## config.mk

```make
export PLATFORM = sky130hd
export DESIGN_NAME = usb_xact_top
export DESIGN_NICKNAME = d
export VERILOG_FILES = /design/src/rtl/usb_xact_pkg.sv /design/src/rtl/usb_xact_top.sv /design/src/rtl/out_router.sv /design/src/rtl/in_responder.sv /design/src/rtl/toggle_bank.sv /design/src/rtl/token_decoder.sv
export SDC_FILE = /design/constraint.sdc
export NUM_CORES = 1
export LEC_CHECK = 0
export ABC_AREA = 0
export BUFFER_PORTS_ARGS = -buffer_cell sky130_fd_sc_hd__buf_4
export CAP_MARGIN = 0
export CORE_MARGIN = 3
export CORE_UTILIZATION = 54
export CTS_CLUSTER_SIZE = 30
export DETAILED_ROUTE_END_ITERATION = 8
export PLACE_DENSITY = 0.8
export SLEW_MARGIN = 20
export SYNTH_ARGS = -nofsm -noshare
export SYNTH_HDL_FRONTEND = slang
export SYNTH_HIERARCHICAL = 1
export SYNTH_SLANG_ARGS = --single-unit
```

## constraint.sdc

```tcl
create_clock -name clk -period 2.7 [get_ports clk]
set_input_delay 0.675 -clock clk [delete_from_list [all_inputs] [get_ports clk]]
set_output_delay 0.675 -clock clk [all_outputs]
set_load 0.1 [all_outputs]
```

## src/rtl/usb_xact_pkg.sv

```systemverilog
/*
 * shared types for the full-speed USB transaction layer
 * PID codes follow USB 1.1, only the ones this device sends or decodes
 * setup_cmd_t matches the 8-byte SETUP stage, first byte in the low bits
 */
`default_nettype none

package usb_xact_pkg;

    //--------------------------------------------------
    // plain vectors with a meaning
    //--------------------------------------------------
    typedef logic [3:0]  pid_t;       // packet identifier, low nibble of PID byte
    typedef logic [3:0]  endp_t;      // endpoint number
    typedef logic [7:0]  byte_t;
    typedef logic [9:0]  pkt_len_t;   // bytes left in one packet
    typedef logic [8:0]  resp_idx_t;  // ep0 response byte index
    typedef logic [15:0] xfer_len_t;  // bytes left in the ep0 transfer

    // token and data PIDs
    localparam pid_t PID_OUT   = 4'h1;
    localparam pid_t PID_IN    = 4'h9;
    localparam pid_t PID_SETUP = 4'hD;
    localparam pid_t PID_SOF   = 4'h5;
    localparam pid_t PID_DATA0 = 4'h3;
    localparam pid_t PID_DATA1 = 4'hB;
    // handshakes, the only ones the device sends
    localparam pid_t PID_ACK   = 4'h2;
    localparam pid_t PID_NAK   = 4'hA;

    //--------------------------------------------------
    // decoded packet events
    //--------------------------------------------------
    typedef enum logic [2:0] {
        tok_none,   // idle cycle
        tok_setup,
        tok_out,
        tok_in,
        tok_data    // DATA0 or DATA1 received
    } tok_kind_t;

    typedef struct packed {
        tok_kind_t kind;
        endp_t     endp;  // token endpoint, or current endpoint for data
    } tok_t;

    //--------------------------------------------------
    // packet layer bundles
    //--------------------------------------------------
    typedef struct packed {
        pid_t  pid;
        endp_t endp;     // valid with token PIDs only
        logic  byte_en;  // one payload byte on data
        byte_t data;
        logic  fin;      // end of packet
        logic  okay;     // crc and pid check passed, with fin
    } rx_pkt_t;

    typedef struct packed {
        logic  sta;      // one-cycle start of a transmit packet
        pid_t  pid;
        byte_t data;     // answers the previous byte request
        logic  fin_n;    // low ends the packet
    } tx_pkt_t;

    // SETUP command, 64 bits
    typedef struct packed {
        xfer_len_t   wlength;
        logic [15:0] windex;
        logic [15:0] wvalue;
        byte_t       brequest;
        byte_t       bm_request_type;  // bit 7 set means device to host
    } setup_cmd_t;

endpackage

`default_nettype wire
```

## src/rtl/usb_xact_top.sv

```systemverilog
/*
 * full-speed USB device transaction layer, endpoints 0, 0x81/0x82, 0x01/0x02
 * no descriptor ROM, every ep0 IN byte comes from ep0_resp by resp_idx
 * no isochronous support, every data packet gets an ACK
 */
`timescale 1ns/1ps
`default_nettype none

module usb_xact_top #(
    parameter int EP0_MAX_PKT  = 32,  // ep0 packet size
    parameter int EPIN_MAX_PKT = 32   // bulk IN packet size
) (
    input  wire                             clk,
    input  wire                             rstn,
    // packet layer
    input  wire usb_xact_pkg::rx_pkt_t      rx,
    output usb_xact_pkg::tx_pkt_t           tx,
    input  wire                             tx_byte_req,
    // transfer and frame starts
    output logic                            sot,
    output logic                            sof,
    // control endpoint
    output usb_xact_pkg::setup_cmd_t        setup_cmd,
    output usb_xact_pkg::resp_idx_t         resp_idx,
    input  wire usb_xact_pkg::byte_t        ep0_resp,
    // bulk IN 0x81, 0x82
    input  wire usb_xact_pkg::byte_t        in1_data,
    input  wire                             in1_valid,
    output logic                            in1_ready,
    input  wire usb_xact_pkg::byte_t        in2_data,
    input  wire                             in2_valid,
    output logic                            in2_ready,
    // OUT 0x01, 0x02
    output usb_xact_pkg::byte_t             out1_data,
    output logic                            out1_valid,
    output usb_xact_pkg::byte_t             out2_data,
    output logic                            out2_valid
);

    usb_xact_pkg::tok_t  tok;
    usb_xact_pkg::endp_t cur_endp;
    logic                setup_phase;
    logic [2:0]          tog_flip;
    logic                tog_preset_ep0;
    logic [2:0]          tog_state;

    token_decoder u_dec (
        .clk(clk), .rstn(rstn), .rx(rx), .tok(tok), .cur_endp(cur_endp),
        .setup_phase(setup_phase), .sot(sot), .sof(sof)
    );

    toggle_bank u_tog (
        .clk(clk), .rstn(rstn), .tog_flip(tog_flip),
        .tog_preset_ep0(tog_preset_ep0), .tog_state(tog_state)
    );

    in_responder #(
        .EP0_MAX_PKT (EP0_MAX_PKT),
        .EPIN_MAX_PKT(EPIN_MAX_PKT)
    ) u_in (
        .clk(clk), .rstn(rstn), .tok(tok), .cur_endp(cur_endp),
        .setup_phase(setup_phase), .setup_cmd(setup_cmd), .tog_state(tog_state),
        .tx_byte_req(tx_byte_req), .ep0_resp(ep0_resp),
        .in1_data(in1_data), .in1_valid(in1_valid),
        .in2_data(in2_data), .in2_valid(in2_valid),
        .tx(tx), .resp_idx(resp_idx), .in1_ready(in1_ready), .in2_ready(in2_ready),
        .tog_flip(tog_flip), .tog_preset_ep0(tog_preset_ep0)
    );

    out_router u_out (
        .clk(clk), .rstn(rstn), .rx(rx), .cur_endp(cur_endp),
        .setup_phase(setup_phase), .setup_cmd(setup_cmd),
        .out1_data(out1_data), .out1_valid(out1_valid),
        .out2_data(out2_data), .out2_valid(out2_valid)
    );

endmodule

`default_nettype wire

```

## src/rtl/out_router.sv

```systemverilog
/*
 * routes received payload bytes by the current endpoint
 * ep0 bytes in the setup phase build setup_cmd, first byte ends lowest
 * ep1/ep2 outputs have no back-pressure, the user must take every byte
 */
`timescale 1ns/1ps
`default_nettype none

module out_router (
    input  wire                             clk,
    input  wire                             rstn,
    input  wire usb_xact_pkg::rx_pkt_t      rx,
    input  wire usb_xact_pkg::endp_t        cur_endp,
    input  wire                             setup_phase,
    output usb_xact_pkg::setup_cmd_t        setup_cmd,
    output usb_xact_pkg::byte_t             out1_data,
    output logic                            out1_valid,
    output usb_xact_pkg::byte_t             out2_data,
    output logic                            out2_valid
);

    //--------------------------------------------------
    // control state, setup shift and byte strobes
    //--------------------------------------------------
    always_ff @(posedge clk or negedge rstn) begin
        if (!rstn) begin
            setup_cmd  <= '0;
            out1_valid <= 1'b0;
            out2_valid <= 1'b0;
        end else begin
            out1_valid <= rx.byte_en && (cur_endp == 4'd1);  // one cycle per byte
            out2_valid <= rx.byte_en && (cur_endp == 4'd2);
            if (rx.byte_en && (cur_endp == 4'd0) && setup_phase)
                setup_cmd <= usb_xact_pkg::setup_cmd_t'({rx.data, setup_cmd[63:8]});  // shift down
        end
    end

    // payload holding registers
    always_ff @(posedge clk) begin
        if (rx.byte_en && (cur_endp == 4'd1))
            out1_data <= rx.data;
        if (rx.byte_en && (cur_endp == 4'd2))
            out2_data <= rx.data;
    end

endmodule

`default_nettype wire

```

## src/rtl/in_responder.sv

```systemverilog
/*
 * answers tokens and data packets toward the packet layer
 * ep0 bytes come from the user by resp_idx, bulk bytes by valid/ready
 * count is reloaded only by an IN token, a dropped valid ends a packet short
 */
`timescale 1ns/1ps
`default_nettype none

module in_responder #(
    parameter int EP0_MAX_PKT  = 32,
    parameter int EPIN_MAX_PKT = 32
) (
    input  wire                          clk,
    input  wire                          rstn,
    input  wire usb_xact_pkg::tok_t      tok,
    input  wire usb_xact_pkg::endp_t     cur_endp,
    input  wire                          setup_phase,
    input  wire usb_xact_pkg::setup_cmd_t setup_cmd,
    input  wire                    [2:0] tog_state,
    input  wire                          tx_byte_req,
    input  wire usb_xact_pkg::byte_t     ep0_resp,
    input  wire usb_xact_pkg::byte_t     in1_data,
    input  wire                          in1_valid,
    input  wire usb_xact_pkg::byte_t     in2_data,
    input  wire                          in2_valid,
    output usb_xact_pkg::tx_pkt_t        tx,
    output usb_xact_pkg::resp_idx_t      resp_idx,
    output logic                         in1_ready,
    output logic                         in2_ready,
    output logic                   [2:0] tog_flip,
    output logic                         tog_preset_ep0
);

    localparam usb_xact_pkg::pkt_len_t  EP0_LEN  = usb_xact_pkg::pkt_len_t'(EP0_MAX_PKT);
    localparam usb_xact_pkg::xfer_len_t EP0_XLEN = usb_xact_pkg::xfer_len_t'(EP0_MAX_PKT);
    localparam usb_xact_pkg::pkt_len_t  EPIN_LEN = usb_xact_pkg::pkt_len_t'(EPIN_MAX_PKT);

    usb_xact_pkg::pkt_len_t  cnt;      // bytes left in this packet
    usb_xact_pkg::xfer_len_t rem;      // bytes left in the ep0 transfer
    usb_xact_pkg::endp_t     tx_endp;  // source of the running packet
    logic                    is_in;
    logic                    bulk_ok;  // IN on ep1/ep2 with data pending
    logic                    src_valid;
    usb_xact_pkg::byte_t     src_data;

    assign is_in   = (tok.kind == usb_xact_pkg::tok_in);
    assign bulk_ok = ((tok.endp == 4'd1) && in1_valid) || ((tok.endp == 4'd2) && in2_valid);

    // toggle commands, applied by the bank at the same edge as tx.sta
    assign tog_preset_ep0 = (tok.kind == usb_xact_pkg::tok_setup);
    assign tog_flip[0]    = is_in && (tok.endp == 4'd0);
    assign tog_flip[1]    = is_in && (tok.endp == 4'd1) && in1_valid;
    assign tog_flip[2]    = is_in && (tok.endp == 4'd2) && in2_valid;

    //--------------------------------------------------
    // byte source mux
    //--------------------------------------------------
    always_comb begin
        case (tx_endp)
            4'd0:    begin src_valid = 1'b1;      src_data = ep0_resp; end  // user answers by idx
            4'd1:    begin src_valid = in1_valid; src_data = in1_data; end
            4'd2:    begin src_valid = in2_valid; src_data = in2_data; end
            default: begin src_valid = 1'b0;      src_data = '0;       end
        endcase
    end

    assign in1_ready = tx_byte_req && (cnt != '0) && (tx_endp == 4'd1);
    assign in2_ready = tx_byte_req && (cnt != '0) && (tx_endp == 4'd2);

    //--------------------------------------------------
    // responses and byte streaming
    //--------------------------------------------------
    always_ff @(posedge clk or negedge rstn) begin
        if (!rstn) begin
            tx       <= '0;
            cnt      <= '0;
            rem      <= '0;
            tx_endp  <= '0;
            resp_idx <= '0;
        end else begin
            tx.sta <= 1'b0;
            if (tx_byte_req) begin
                tx.fin_n <= 1'b0;  // nothing left, end of packet
                if ((cnt != '0) && src_valid) begin
                    cnt      <= cnt - 10'd1;
                    tx.fin_n <= 1'b1;
                    tx.data  <= src_data;
                    if (tx_endp == 4'd0)
                        resp_idx <= resp_idx + 9'd1;
                end
            end
            if (is_in) begin
                tx.sta  <= 1'b1;
                tx.pid  <= usb_xact_pkg::PID_NAK;  // default, no bytes
                cnt     <= '0;
                tx_endp <= tok.endp;
                if (tok.endp == 4'd0) begin
                    tx.pid <= tog_state[0] ? usb_xact_pkg::PID_DATA1 : usb_xact_pkg::PID_DATA0;
                    if (rem >= EP0_XLEN) begin  // full packet, more may follow
                        cnt <= EP0_LEN;
                        rem <= rem - EP0_XLEN;
                    end else begin              // last, possibly empty
                        cnt <= rem[9:0];
                        rem <= '0;
                    end
                end else if (bulk_ok) begin
                    tx.pid <= tog_state[tok.endp[1:0]] ? usb_xact_pkg::PID_DATA1
                                                       : usb_xact_pkg::PID_DATA0;
                    cnt    <= EPIN_LEN;
                end
            end else if (tok.kind == usb_xact_pkg::tok_data) begin
                tx.sta <= 1'b1;
                tx.pid <= usb_xact_pkg::PID_ACK;  // every data packet is acked
                if ((cur_endp == 4'd0) && setup_phase) begin  // SETUP stage done
                    rem      <= setup_cmd.bm_request_type[7] ? setup_cmd.wlength : '0;
                    resp_idx <= '0;
                end
            end
        end
    end

endmodule

`default_nettype wire

```

## src/rtl/toggle_bank.sv

```systemverilog
/*
 * DATA0/DATA1 state, one bit per IN endpoint 0..2, 1 means DATA1
 * preset and flip never hit endpoint 0 in the same cycle
 */
`timescale 1ns/1ps
`default_nettype none

module toggle_bank (
    input  wire        clk,
    input  wire        rstn,
    input  wire  [2:0] tog_flip,        // one-hot per endpoint
    input  wire        tog_preset_ep0,  // SETUP forces ep0 to DATA1
    output logic [2:0] tog_state
);

    logic [2:0] tog_next;

    // flips first, preset wins on ep0
    always_comb begin
        tog_next = tog_state ^ tog_flip;
        if (tog_preset_ep0)
            tog_next[0] = 1'b1;
    end

    always_ff @(posedge clk or negedge rstn) begin
        if (!rstn)
            tog_state <= '0;  // all endpoints start on DATA0
        else
            tog_state <= tog_next;
    end

endmodule

`default_nettype wire

```

## src/rtl/token_decoder.sv

```systemverilog
/*
 * decodes packets accepted on fin & okay into one-cycle token events
 * only SETUP, OUT and IN carry an endpoint; data packets reuse cur_endp
 * everything is registered, one cycle after the accepting edge
 */
`timescale 1ns/1ps
`default_nettype none

module token_decoder (
    input  wire                     clk,
    input  wire                     rstn,
    input  wire usb_xact_pkg::rx_pkt_t rx,
    output usb_xact_pkg::tok_t      tok,
    output usb_xact_pkg::endp_t     cur_endp,
    output logic                    setup_phase,
    output logic                    sot,
    output logic                    sof
);

    logic accept;  // whole good packet this cycle
    logic is_tok;  // SETUP, OUT or IN token

    assign accept = rx.fin & rx.okay;
    assign is_tok = (rx.pid == usb_xact_pkg::PID_SETUP) ||
                    (rx.pid == usb_xact_pkg::PID_OUT) ||
                    (rx.pid == usb_xact_pkg::PID_IN);

    //--------------------------------------------------
    // token event and current endpoint
    //--------------------------------------------------
    always_ff @(posedge clk or negedge rstn) begin
        if (!rstn) begin
            tok.kind    <= usb_xact_pkg::tok_none;
            tok.endp    <= '0;
            cur_endp    <= '0;
            setup_phase <= 1'b0;
        end else begin
            tok.kind <= usb_xact_pkg::tok_none;  // event lasts one cycle
            if (accept) begin
                tok.endp <= is_tok ? rx.endp : cur_endp;  // data keeps last token endp
                if (is_tok)
                    cur_endp <= rx.endp;
                case (rx.pid)
                    usb_xact_pkg::PID_SETUP: begin
                        tok.kind    <= usb_xact_pkg::tok_setup;
                        setup_phase <= 1'b1;
                    end
                    usb_xact_pkg::PID_OUT: begin
                        tok.kind    <= usb_xact_pkg::tok_out;
                        setup_phase <= 1'b0;
                    end
                    usb_xact_pkg::PID_IN: begin
                        tok.kind    <= usb_xact_pkg::tok_in;
                        setup_phase <= 1'b0;
                    end
                    usb_xact_pkg::PID_DATA0,
                    usb_xact_pkg::PID_DATA1: tok.kind <= usb_xact_pkg::tok_data;
                    default: ;  // SOF and handshakes are no token event
                endcase
            end
        end
    end

    //--------------------------------------------------
    // transfer and frame start pulses
    //--------------------------------------------------
    always_ff @(posedge clk or negedge rstn) begin
        if (!rstn) begin
            sot <= 1'b0;
            sof <= 1'b0;
        end else begin
            sot <= 1'b0;
            sof <= 1'b0;
            if (accept) begin
                if (rx.endp == '0)
                    sot <= (rx.pid == usb_xact_pkg::PID_SETUP);  // control transfer
                else
                    sot <= (rx.pid == usb_xact_pkg::PID_IN) ||
                           (rx.pid == usb_xact_pkg::PID_OUT);    // bulk transfer
                sof <= (rx.pid == usb_xact_pkg::PID_SOF);
            end
        end
    end

endmodule

`default_nettype wire

```

Word-level counts from Yosys, hierarchy flattened. Cells that the tools add are included.

Register bits after elaboration: 148. Input port bits: 48. Word-level logic and storage cells: 116. Output and inout port bits: 109.

Add/sub/neg operators: 3. Reduce and logical (&&, ||, !) cells: 35. Equality and inequality tests: 14. Bitwise gates (word level): 2. Multiplexer cells: 37. $lt $le $gt $ge: 2.

Operator list (count): $mux W16 (6); $mux W9 (6); $mux W10 (5); $pmux W8 S3 (1); $mux W4 (5); $ge A16 B6 Y1 const B (1); $logic_and A1 B1 Y1 (16); $sub A16 B6 Y16 const B (1); $eq A4 B1 Y1 const B (3); $eq A4 B2 Y1 const B (3); $eq A4 B4 Y1 const B (3); $logic_not A4 Y1 (3); $pmux W3 S4 (1); $mux W5 (2); $reduce_bool A10 Y1 (1); $reduce_bool A2 Y1 (5); $sub A10 B1 Y10 const B (1); $add A9 B1 Y9 const B (1); $mux W7 (1); $mux W1 (6); $mux W6 (1); $reduce_and A2 Y1 (3); $eq A4 B3 Y1 const B (1); $logic_or A1 B1 Y1 (4); 12 further kinds (13).

Depth between registers and ports, before layout. Gate-level depths: netlist of the first run.

Depth after elaboration: 8. Mapped depth: 8. Depth with buffers taken out: 7.

Modules after synthesis. The synthesis of the first run kept the hierarchy.

By module, submodules not included: out_router (instances 1, sequential area each 2132.0 µm², area each 3254.4 µm², cells each 158); in_responder (instances 1, sequential area each 1301.2 µm², area each 3036.7 µm², cells each 349); token_decoder (instances 1, sequential area each 250.2 µm², area each 429.2 µm², cells each 31); toggle_bank (instances 1, sequential area each 75.1 µm², area each 107.6 µm², cells each 7).

Worst setup path before layout of the first run. Ideal clock, no wire load.

Path kind: register to output. From: reg u_in.tx_endp[1]. To: out in1_ready. Arrival: 3.101 ns. Setup slack: -1.076 ns. Data required time: 2.025 ns. Stages on the path, launching flop included: 5. Buffers on the path: 2. Path through: dfrtp_1 > clkbuf_1 > or3_1 > clkbuf_1 > nor3_1.

Word-level cells in the longest chain between the ends: 2.

Ends and longest elaborated chain: start, declared (RTL line in_responder.sv:40) `usb_xact_pkg::endp_t tx_endp;`; start signal, assigned (RTL line in_responder.sv:96) `tx_endp <= tok.endp;`; $eq A4 B1 Y1 (RTL line in_responder.sv:67) `assign in1_ready = tx_byte_req && (cnt != '0) && (tx_endp == 4'd1);`; $logic_and A1 B1 Y1 (RTL line in_responder.sv:67); end, declared (RTL line usb_xact_top.sv:29) `output logic in1_ready,`.

No other way between the ends.

Worst setup path after layout of the first run.
From: reg u_in.cnt[0]. To: out in2_ready.

Word-level cells in the longest chain between the ends: 3.

Ends and longest elaborated chain: start, declared (RTL line in_responder.sv:38) `usb_xact_pkg::pkt_len_t cnt;`; start signal, assigned (RTL line in_responder.sv:85) `cnt <= cnt - 10'd1;`; start signal, assigned (RTL line in_responder.sv:103) `cnt <= rem[9:0];`; $reduce_bool A10 Y1 (RTL line in_responder.sv:68) `assign in2_ready = tx_byte_req && (cnt != '0) && (tx_endp == 4'd2);`; $logic_and A1 B1 Y1 (2 in series) (RTL line in_responder.sv:68); end, declared (RTL line usb_xact_top.sv:32) `output logic in2_ready,`.

No other way between the ends.

==> impl_metrics.py, run 1 <==
metrics = {
    "power": {
        "finalPower_mw": 9.08,
        "pwr_density_cell_mw_per_mm2": 1050,
        "ir_worst_vdd_v": 0.000776,
        "power.leakage_nw": 4.29,
    },
    "critical_path": {
        "crit_required_ns": 2.03,
        "critPathKind": "flip-flop to output pin",
        "cp-start-kind": "flip-flop",
        "cp-end-kind": "output pin",
        "cp_max_fo": 4,
        "rr_worst_depth": 9,
        "crit_arrival_ns": 2.17,
    },
    "cts": {
        "cts_buffers": 17,
        "cts_root_buf": "clkbuf_16",
        "clkLatencyLatePin_ns": 0.42,
        "cts_tree": "built",
        "cts.clk_slew.worst_paths_ns": 0.05,
        "cts.sinks": 147,
        "cts_max_level": 4,
        "hold_buffers": 0,
        "clock_path_buffers": 2,
    },
    "place": {
        "dp.cells": 849,
        "io_buffer_count": 155,
        "dp_hpwl_mm": 10.8,
        "placedInstanceArea_sq_mm": 0.00809,
        "gp_congestion": 0.904,
    },
    "timing": {
        "fin_crit_ns": 2.84,
        "fmax_mhz": 352,
        "timing.final.hold_violations": 0,
        "slew-limit-headroom": 0.373,
        "tightestPinTransition_ns": 0.936,
        "finalMaxSlewViolations": 0,
        "fin_ws_ns": -0.142,
        "grt_setup_unrepaired": "yes",
        "setup_viol": 2,
        "post-route-period-util": 1.05,
        "clock_skew_ns": 0.0106,
    },
    "synthesis": {
        "ys_seq_area_frac": 0.550,
        "ys_warn_count": 6,
        "netlist_instances": 545,
        "syn_nets": 596,
        "synth_edf_count": 16,
        "syn_area_sq_mm": 0.00683,
        "ys.flop_type": "dfrtp_1",
        "synth-seq-cells": 147,
        "avgSynthCellArea_sq_um": 12.5,
        "ys_types": 68,
        "ys_async_sr_fraction": 0.891,
    },
    "cells_and_area": {
        "drive_gt1_frac": 0.408,
        "nFillCells": 843,
        "area_delta_synth_final_pct": 27.2,
        "layout.cells.non_filler": 889,
        "antenna_cells": 0,
        "final_area_sq_mm": 0.00868,
        "nets": 759,
    },
    "die": {
        "floorplan.rows": 40,
        "die_area_sq_mm": 0.0140,
        "core_area_sq_mm": 0.0122,
        "die_y_microns": 118,
        "initial_core_util": 0.561,
        "boundaryPins": 157,
        "die_w_microns": 118,
    },
    "route": {
        "firstDrtPassIters": 5,
        "wl_mm": 15.6,
        "drc": 0,
        "vias_per_cell": 5.58,
        "vias": 4960,
        "drt-initial-drc-count": 366,
        "drtAntennaViolNets": 0,
        "wire_per_inst_microns": 17.5,
    },
    "global_route": {
        "grt_max_degree": 65,
        "grt_overflow": 0,
        "antenna_found_initial": 0,
        "grtUsageTotal": 0.227,
        "grt_pass1_wl_mm": 25.6,
        "grt_pass1_vias": 5088,
    },
    "status": {
        "status": "complete, but fails checks",
        "violations": "setup timing",
    },
    "hold_path": {
        "hold_class": "primary input to async pin",
    },
    "job": {
        "maxCapViolCount": 0,
    },
}
==> routing by layer <==
layer  GRT usage  part of all wire  up-vias
met1       0.274              0.40     2445
met3      0.0584             0.063       33
met4      0.0941             0.021        0
met5           0                 0        -
met2       0.389              0.52      187
li1            -                 -     2295
==> worst max-delay path, cell delays in order (launching register included) <==
cell and delay, ns:
dfrtp_1 0.40, inv_2 0.09, ha_4 0.13, or4b_4 0.50
o31a_1 0.28, and3_4 0.19, buf_12 0.16
==> layout make-up <==
cell class | instances | area (sq um) | share of cell area
Timing Repair Buffer | 175 | 1370 | 0.158
Sequential cell | 147 | 3760 | 0.433
Multi-Input combinational cell | 359 | 2830 | 0.326
Clock inverter | 10 | 42.5 | 0.00490
Tap cell | 168 | 210 | 0.0242
Clock buffer | 22 | 444 | 0.0512
Inverter | 8 | 30.0 | 0.00346
==> path summary, 6_finish.rpt <==
path,startpoint,end,slack (ns)
max,u_in/cnt[0]$_DFFE_PN0P_,in2_ready,-0.14
min,rstn,u_out/setup_cmd[39]$_DFFE_PN0P_,0.18
max reg2reg,u_in/cnt[0]$_DFFE_PN0P_,u_in/cnt[4]$_DFFE_PN0P_,0.33
min reg2reg,u_tog/tog_state[2]$_DFF_PN0_,u_tog/tog_state[2]$_DFF_PN0_,0.47
max in group asynchronous,rstn,u_out/setup_cmd[0]$_DFFE_PN0P_,1.82
min in group clk,rx[18],u_dec/sof$_DFF_PN0_,0.43
==> state kept, by name, summed over array words and instances, names as in the netlist <==
register,count
u_out/setup_cmd,64
u_in/rem,16
u_in/tx,13
u_in/cnt,10
u_in/resp_idx,9
u_out/out1_data,8
u_out/out2_data,8
u_dec/cur_endp,4
u_in/tx_endp,4
u_dec/tok,3
u_tog/tog_state,3
u_dec/setup_phase,1
u_dec/sof,1
u_dec/sot,1
u_out/out1_valid,1
u_out/out2_valid,1
==> synth_stat cells (5+ instances only) <==
master / instances / area, sq um
edfxtp_1: 16 / 480
clkbuf_1: 12 / 45.0
nand3_1: 5 / 25.0
nor2_1: 56 / 210
nor4_1: 11 / 68.8
a31oi_1: 5 / 31.3
inv_1: 8 / 30.0
mux2_2: 9 / 101
nand4_1: 7 / 43.8
a21oi_1: 39 / 195
or2_2: 6 / 37.5
o21ai_0: 17 / 85.1
buf_12: 6 / 120
or3_1: 8 / 50.1
mux2_4: 60 / 901
nand2b_1: 5 / 31.3
buf_4: 6 / 45.0
dfrtp_1: 131 / 3280
nand2_1: 32 / 120
nor3_1: 12 / 60.1
xor2_1: 8 / 70.1
mux2i_1: 9 / 90.1
o21ai_1: 7 / 35.0
==> power breakdown <==
group          internal, mW  switching (mW)  total, mW
Clock                  1.14           0.829       1.97
Sequential             2.64           0.472       3.11
Combinational          1.04            2.96       4.00
Total                  4.82            4.26       9.08
==> logic make-up (layout without fill, tap and decap cells) <==
| logic type | Yosys count | count (layout) | share of synthesized area |
|---|---|---|---|
| simple gates | 168 | 168 | 0.130 |
| mux | 78 | 78 | 0.160 |
| buf+inv | 39 | 215 | 0.0418 |
| other cells | 1 | 1 | 0.000549 |
| compound gates | 97 | 97 | 0.0962 |
| fa+ha+maj | 3 | 3 | 0.00550 |
| flops | 147 | 147 | 0.550 |
| xor+xnor | 12 | 12 | 0.0154 |
==> placed cells by master, fill, tap and decap left out, types with 3 or more instances in the layout <==
cell,count
a21o_1,3
a21oi_1,39
nor3b_1,4
o21ai_0,17
nand2_1,32
clkbuf_1,5
edfxtp_1,16
nand3_1,5
clkinv_1,8
a31o_2,3
buf_12,4
xnor2_1,4
mux2i_1,9
inv_1,6
dfrtp_1,131
clkbuf_16,17
nor4_1,10
xor2_1,8
a31oi_1,5
mux2_2,9
or3_1,8
mux2_4,60
nand3b_1,3
nand4_1,7
nor3_1,11
or2_2,6
nand2b_1,5
nor2_1,56
o21ai_1,7
buf_4,170
==> stage by stage <==
stage                     hold slack (ns)  worst slack [ns]  TNS [ns]  utilization
after floorplan                     0.379            0.0628         0            -
after global placement              0.454             0.104         0        0.665
after detailed placement            0.460            0.0313         0        0.665
after CTS                           0.183            -0.180    -0.258        0.712
after global routing                0.207            -0.217    -0.333        0.714
final                               0.182            -0.142    -0.182        0.714
==> timing repair <==
item / 4_1_cts / 5_1_grt
cloned: 0 / 0
gates resized for setup: 12 / 0
endpoints found under the setup margin: 2 / 2
hold endpoints to repair: 0 / 0
setup buffers: 5 / 3
pin swaps: 3 / 3
No activity file was read; power rests on OpenSTA's default activity.
==> inputs of run 2 (changes only) <==
- BUFFER_PORTS_ARGS: -buffer_cell sky130_fd_sc_hd__buf_4 -> default
- CORE_UTILIZATION: 54 -> 55
- CTS_BUF_LIST: default -> sky130_fd_sc_hd__clkbuf_2 sky130_fd_sc_hd__clkbuf_4 sky130_fd_sc_hd__clkbuf_8
- DONT_BUFFER_PORTS: default -> 1
- PLACE_DENSITY: 0.8 -> 0.7
==> run 2 against run 1 <==
Net effect: the run ends with hold timing, setup timing left; final cell count is 12% lower; largest power group is now registers; critical path depth stayed put; power is 4.9% lower; setup slack hardly changed; largest cell class unchanged.
==> impl_metrics.py, run 2 (synthesized netlist as in run 1, its figures left out) <==
metrics = {
    "status": {
        "status": "complete, but fails checks",
        "violations": "hold timing, setup timing",
    },
    "cells_and_area": {
        "nets": 653,
        "antenna_cells": 0,
        "drive_gt1_frac": 0.328,
        "area_delta_synth_final_pct": 15.3,
        "multi_input_area_sq_mm": 0.00283,
        "top_regs": "u_out/setup_cmd: 64 flops, u_in/rem: 16 flops, u_in/tx: 13 flops",
        "fin_util": 0.653,
        "final_area_sq_mm": 0.00787,
        "register_area_sq_mm": 0.00376,
        "regMostFlops": "u_out/setup_cmd",
        "final_cell_mix": "dfrtp_1, buf_4, mux2_4",
        "largest_reg_flops": 64,
        "nFillCells": 889,
        "final_common_cell": "dfrtp_1",
    },
    "die": {
        "die_y_microns": 117,
        "initial_core_util": 0.566,
        "die_w_microns": 117,
        "die_area_sq_mm": 0.0138,
        "core_area_sq_mm": 0.0121,
        "boundaryPins": 157,
        "floorplan.rows": 40,
    },
    "timing": {
        "post-route-period-util": 1.05,
        "finalMaxSlewViolations": 0,
        "hold-worst-slack_ns": -0.0801,
        "fin_ws_ns": -0.142,
        "grt_setup_unrepaired": "yes",
        "fmax_mhz": 352,
        "timing.final.hold_violations": 131,
        "tightestPinTransition_ns": 1.02,
        "slew-limit-headroom": 0.323,
        "fin_crit_ns": 2.84,
        "setup_viol": 2,
        "clock_skew_ns": 0.00675,
        "setup-tns-final_ns": -0.236,
    },
    "cts": {
        "clock_path_buffers": 2,
        "cts.clk_slew.worst_paths_ns": 0.08,
        "clkLatencyLatePin_ns": 0.44,
        "cts.sinks": 147,
        "cts_root_buf": "clkbuf_8",
        "cts_tree": "built",
        "cts_buffers": 17,
        "cts_max_level": 4,
    },
    "critical_path": {
        "rrSetupSlack_ns": 0.44,
        "cp-start-kind": "flip-flop",
        "cp-end-kind": "output pin",
        "cp_max_fo": 4,
        "crit_required_ns": 2.03,
        "crit_chain": "inv_2, ha_4, or4b_4, o31a_1, and3_4, buf_12",
        "crit_buf_inv": 2,
        "crit_arrival_ns": 2.17,
        "cp_top_family": "simple AND/OR/NAND/NOR gates",
        "crit_slowest_cell": "or4b_4",
        "slowest_delay_ns": 0.49,
        "critPathKind": "flip-flop to output pin",
    },
    "job": {
        "maxCapViolCount": 0,
    },
    "global_route": {
        "grt_pass1_vias": 4553,
        "grt_pass1_wl_mm": 23.6,
        "grtUsageTotal": 0.210,
        "grt_overflow": 0,
        "grt_max_degree": 132,
        "antenna_found_initial": 0,
    },
    "place": {
        "placedInstanceArea_sq_mm": 0.00732,
        "dp_hpwl_mm": 9.54,
        "io_buffer_count": 0,
        "gp_congestion": 0.851,
    },
    "route": {
        "firstDrtPassIters": 5,
        "drc": 0,
        "drtAntennaViolNets": 0,
        "drt-initial-drc-count": 305,
        "wl_mm": 13.7,
        "vias": 4405,
        "vias_per_cell": 5.63,
        "wire_per_inst_microns": 17.5,
    },
    "power": {
        "pwr_density_cell_mw_per_mm2": 1100,
        "ir_worst_vdd_v": 0.000617,
        "power.leakage_nw": 3.75,
    },
    "hold_path": {
        "hold_class": "primary input to async pin",
    },
}
run 2: routing by layer:
metal	wire, microns	vias up	track usage	share of wire
met3	1120	23	0.0747	0.081
met4	229	0	0.0755	0.017
met2	6720	154	0.332	0.49
li1	-	2067	-	-
met5	0	-	0	0
met1	5630	2161	0.268	0.41
run 2: layout make-up:
cell class | instances | area share
timing repair buffer | 69 | 0.0737
multi-input combinational | 359 | 0.359
inverter | 8 | 0.00381
clock inverter | 13 | 0.0264
tap | 168 | 0.0267
sequential | 147 | 0.478
clock buffer | 19 | 0.0324
run 2: final timing paths:
| path | from | endpoint | cells after the start |
|---|---|---|---|
| setup / recovery | u_in/cnt[0]$_DFFE_PN0P_ | in2_ready | 6 |
| hold / removal | rstn | u_in/resp_idx[4]$_DFF_PN0_ | 0 |
| setup reg to reg | u_in/cnt[0]$_DFFE_PN0P_ | u_in/cnt[4]$_DFFE_PN0P_ | 8 |
| hold reg to reg | u_tog/tog_state[1]$_DFF_PN0_ | u_tog/tog_state[1]$_DFF_PN0_ | 1 |
| max in group asynchronous | rstn | u_in/cnt[5]$_DFFE_PN0P_ | 0 |
| min in group clk | rx[17] | u_dec/tok[6]$_DFF_PN0_ | 1 |
run 2: power breakdown:
part,internal (mW),total [mW],switching [mW]
logic,0.808,2.36,1.55
registers,2.60,4.33,1.72
clock network,1.13,1.95,0.812
run 2: worst register-to-register path, cell delays in order, from the launching register on:
cell and delay (ns):
dfrtp_1 0.39, inv_2 0.08, ha_4 0.13, or4b_4 0.49, o31ai_4 0.34, buf_4 0.21, o31ai_2 0.14, a21boi_0 0.21
a2bb2oi_1 0.15
run 2: timing repair:
item	4_1_cts	5_1_grt
pin swaps	2	3
hold endpoints to repair	131	131
endpoints found under the setup margin	2	2
gates resized for setup	10	0
buffers inserted	4	3
run 2: per-stage QoR:
step / hold slack [ns] / cells / worst slack (ns) / total power [mW]
finish: -0.0801 / 783 / -0.142 / 8.63
global route: -0.126 / 783 / -0.240 / 8.99
CTS: -0.113 / 780 / -0.205 / 8.69
detailed placement: 0.382 / 744 / 0.0928 / 6.69
global placement: 0.382 / 744 / 0.128 / 6.63
floorplan: 0.379 / 545 / 0.0628 / 6.17
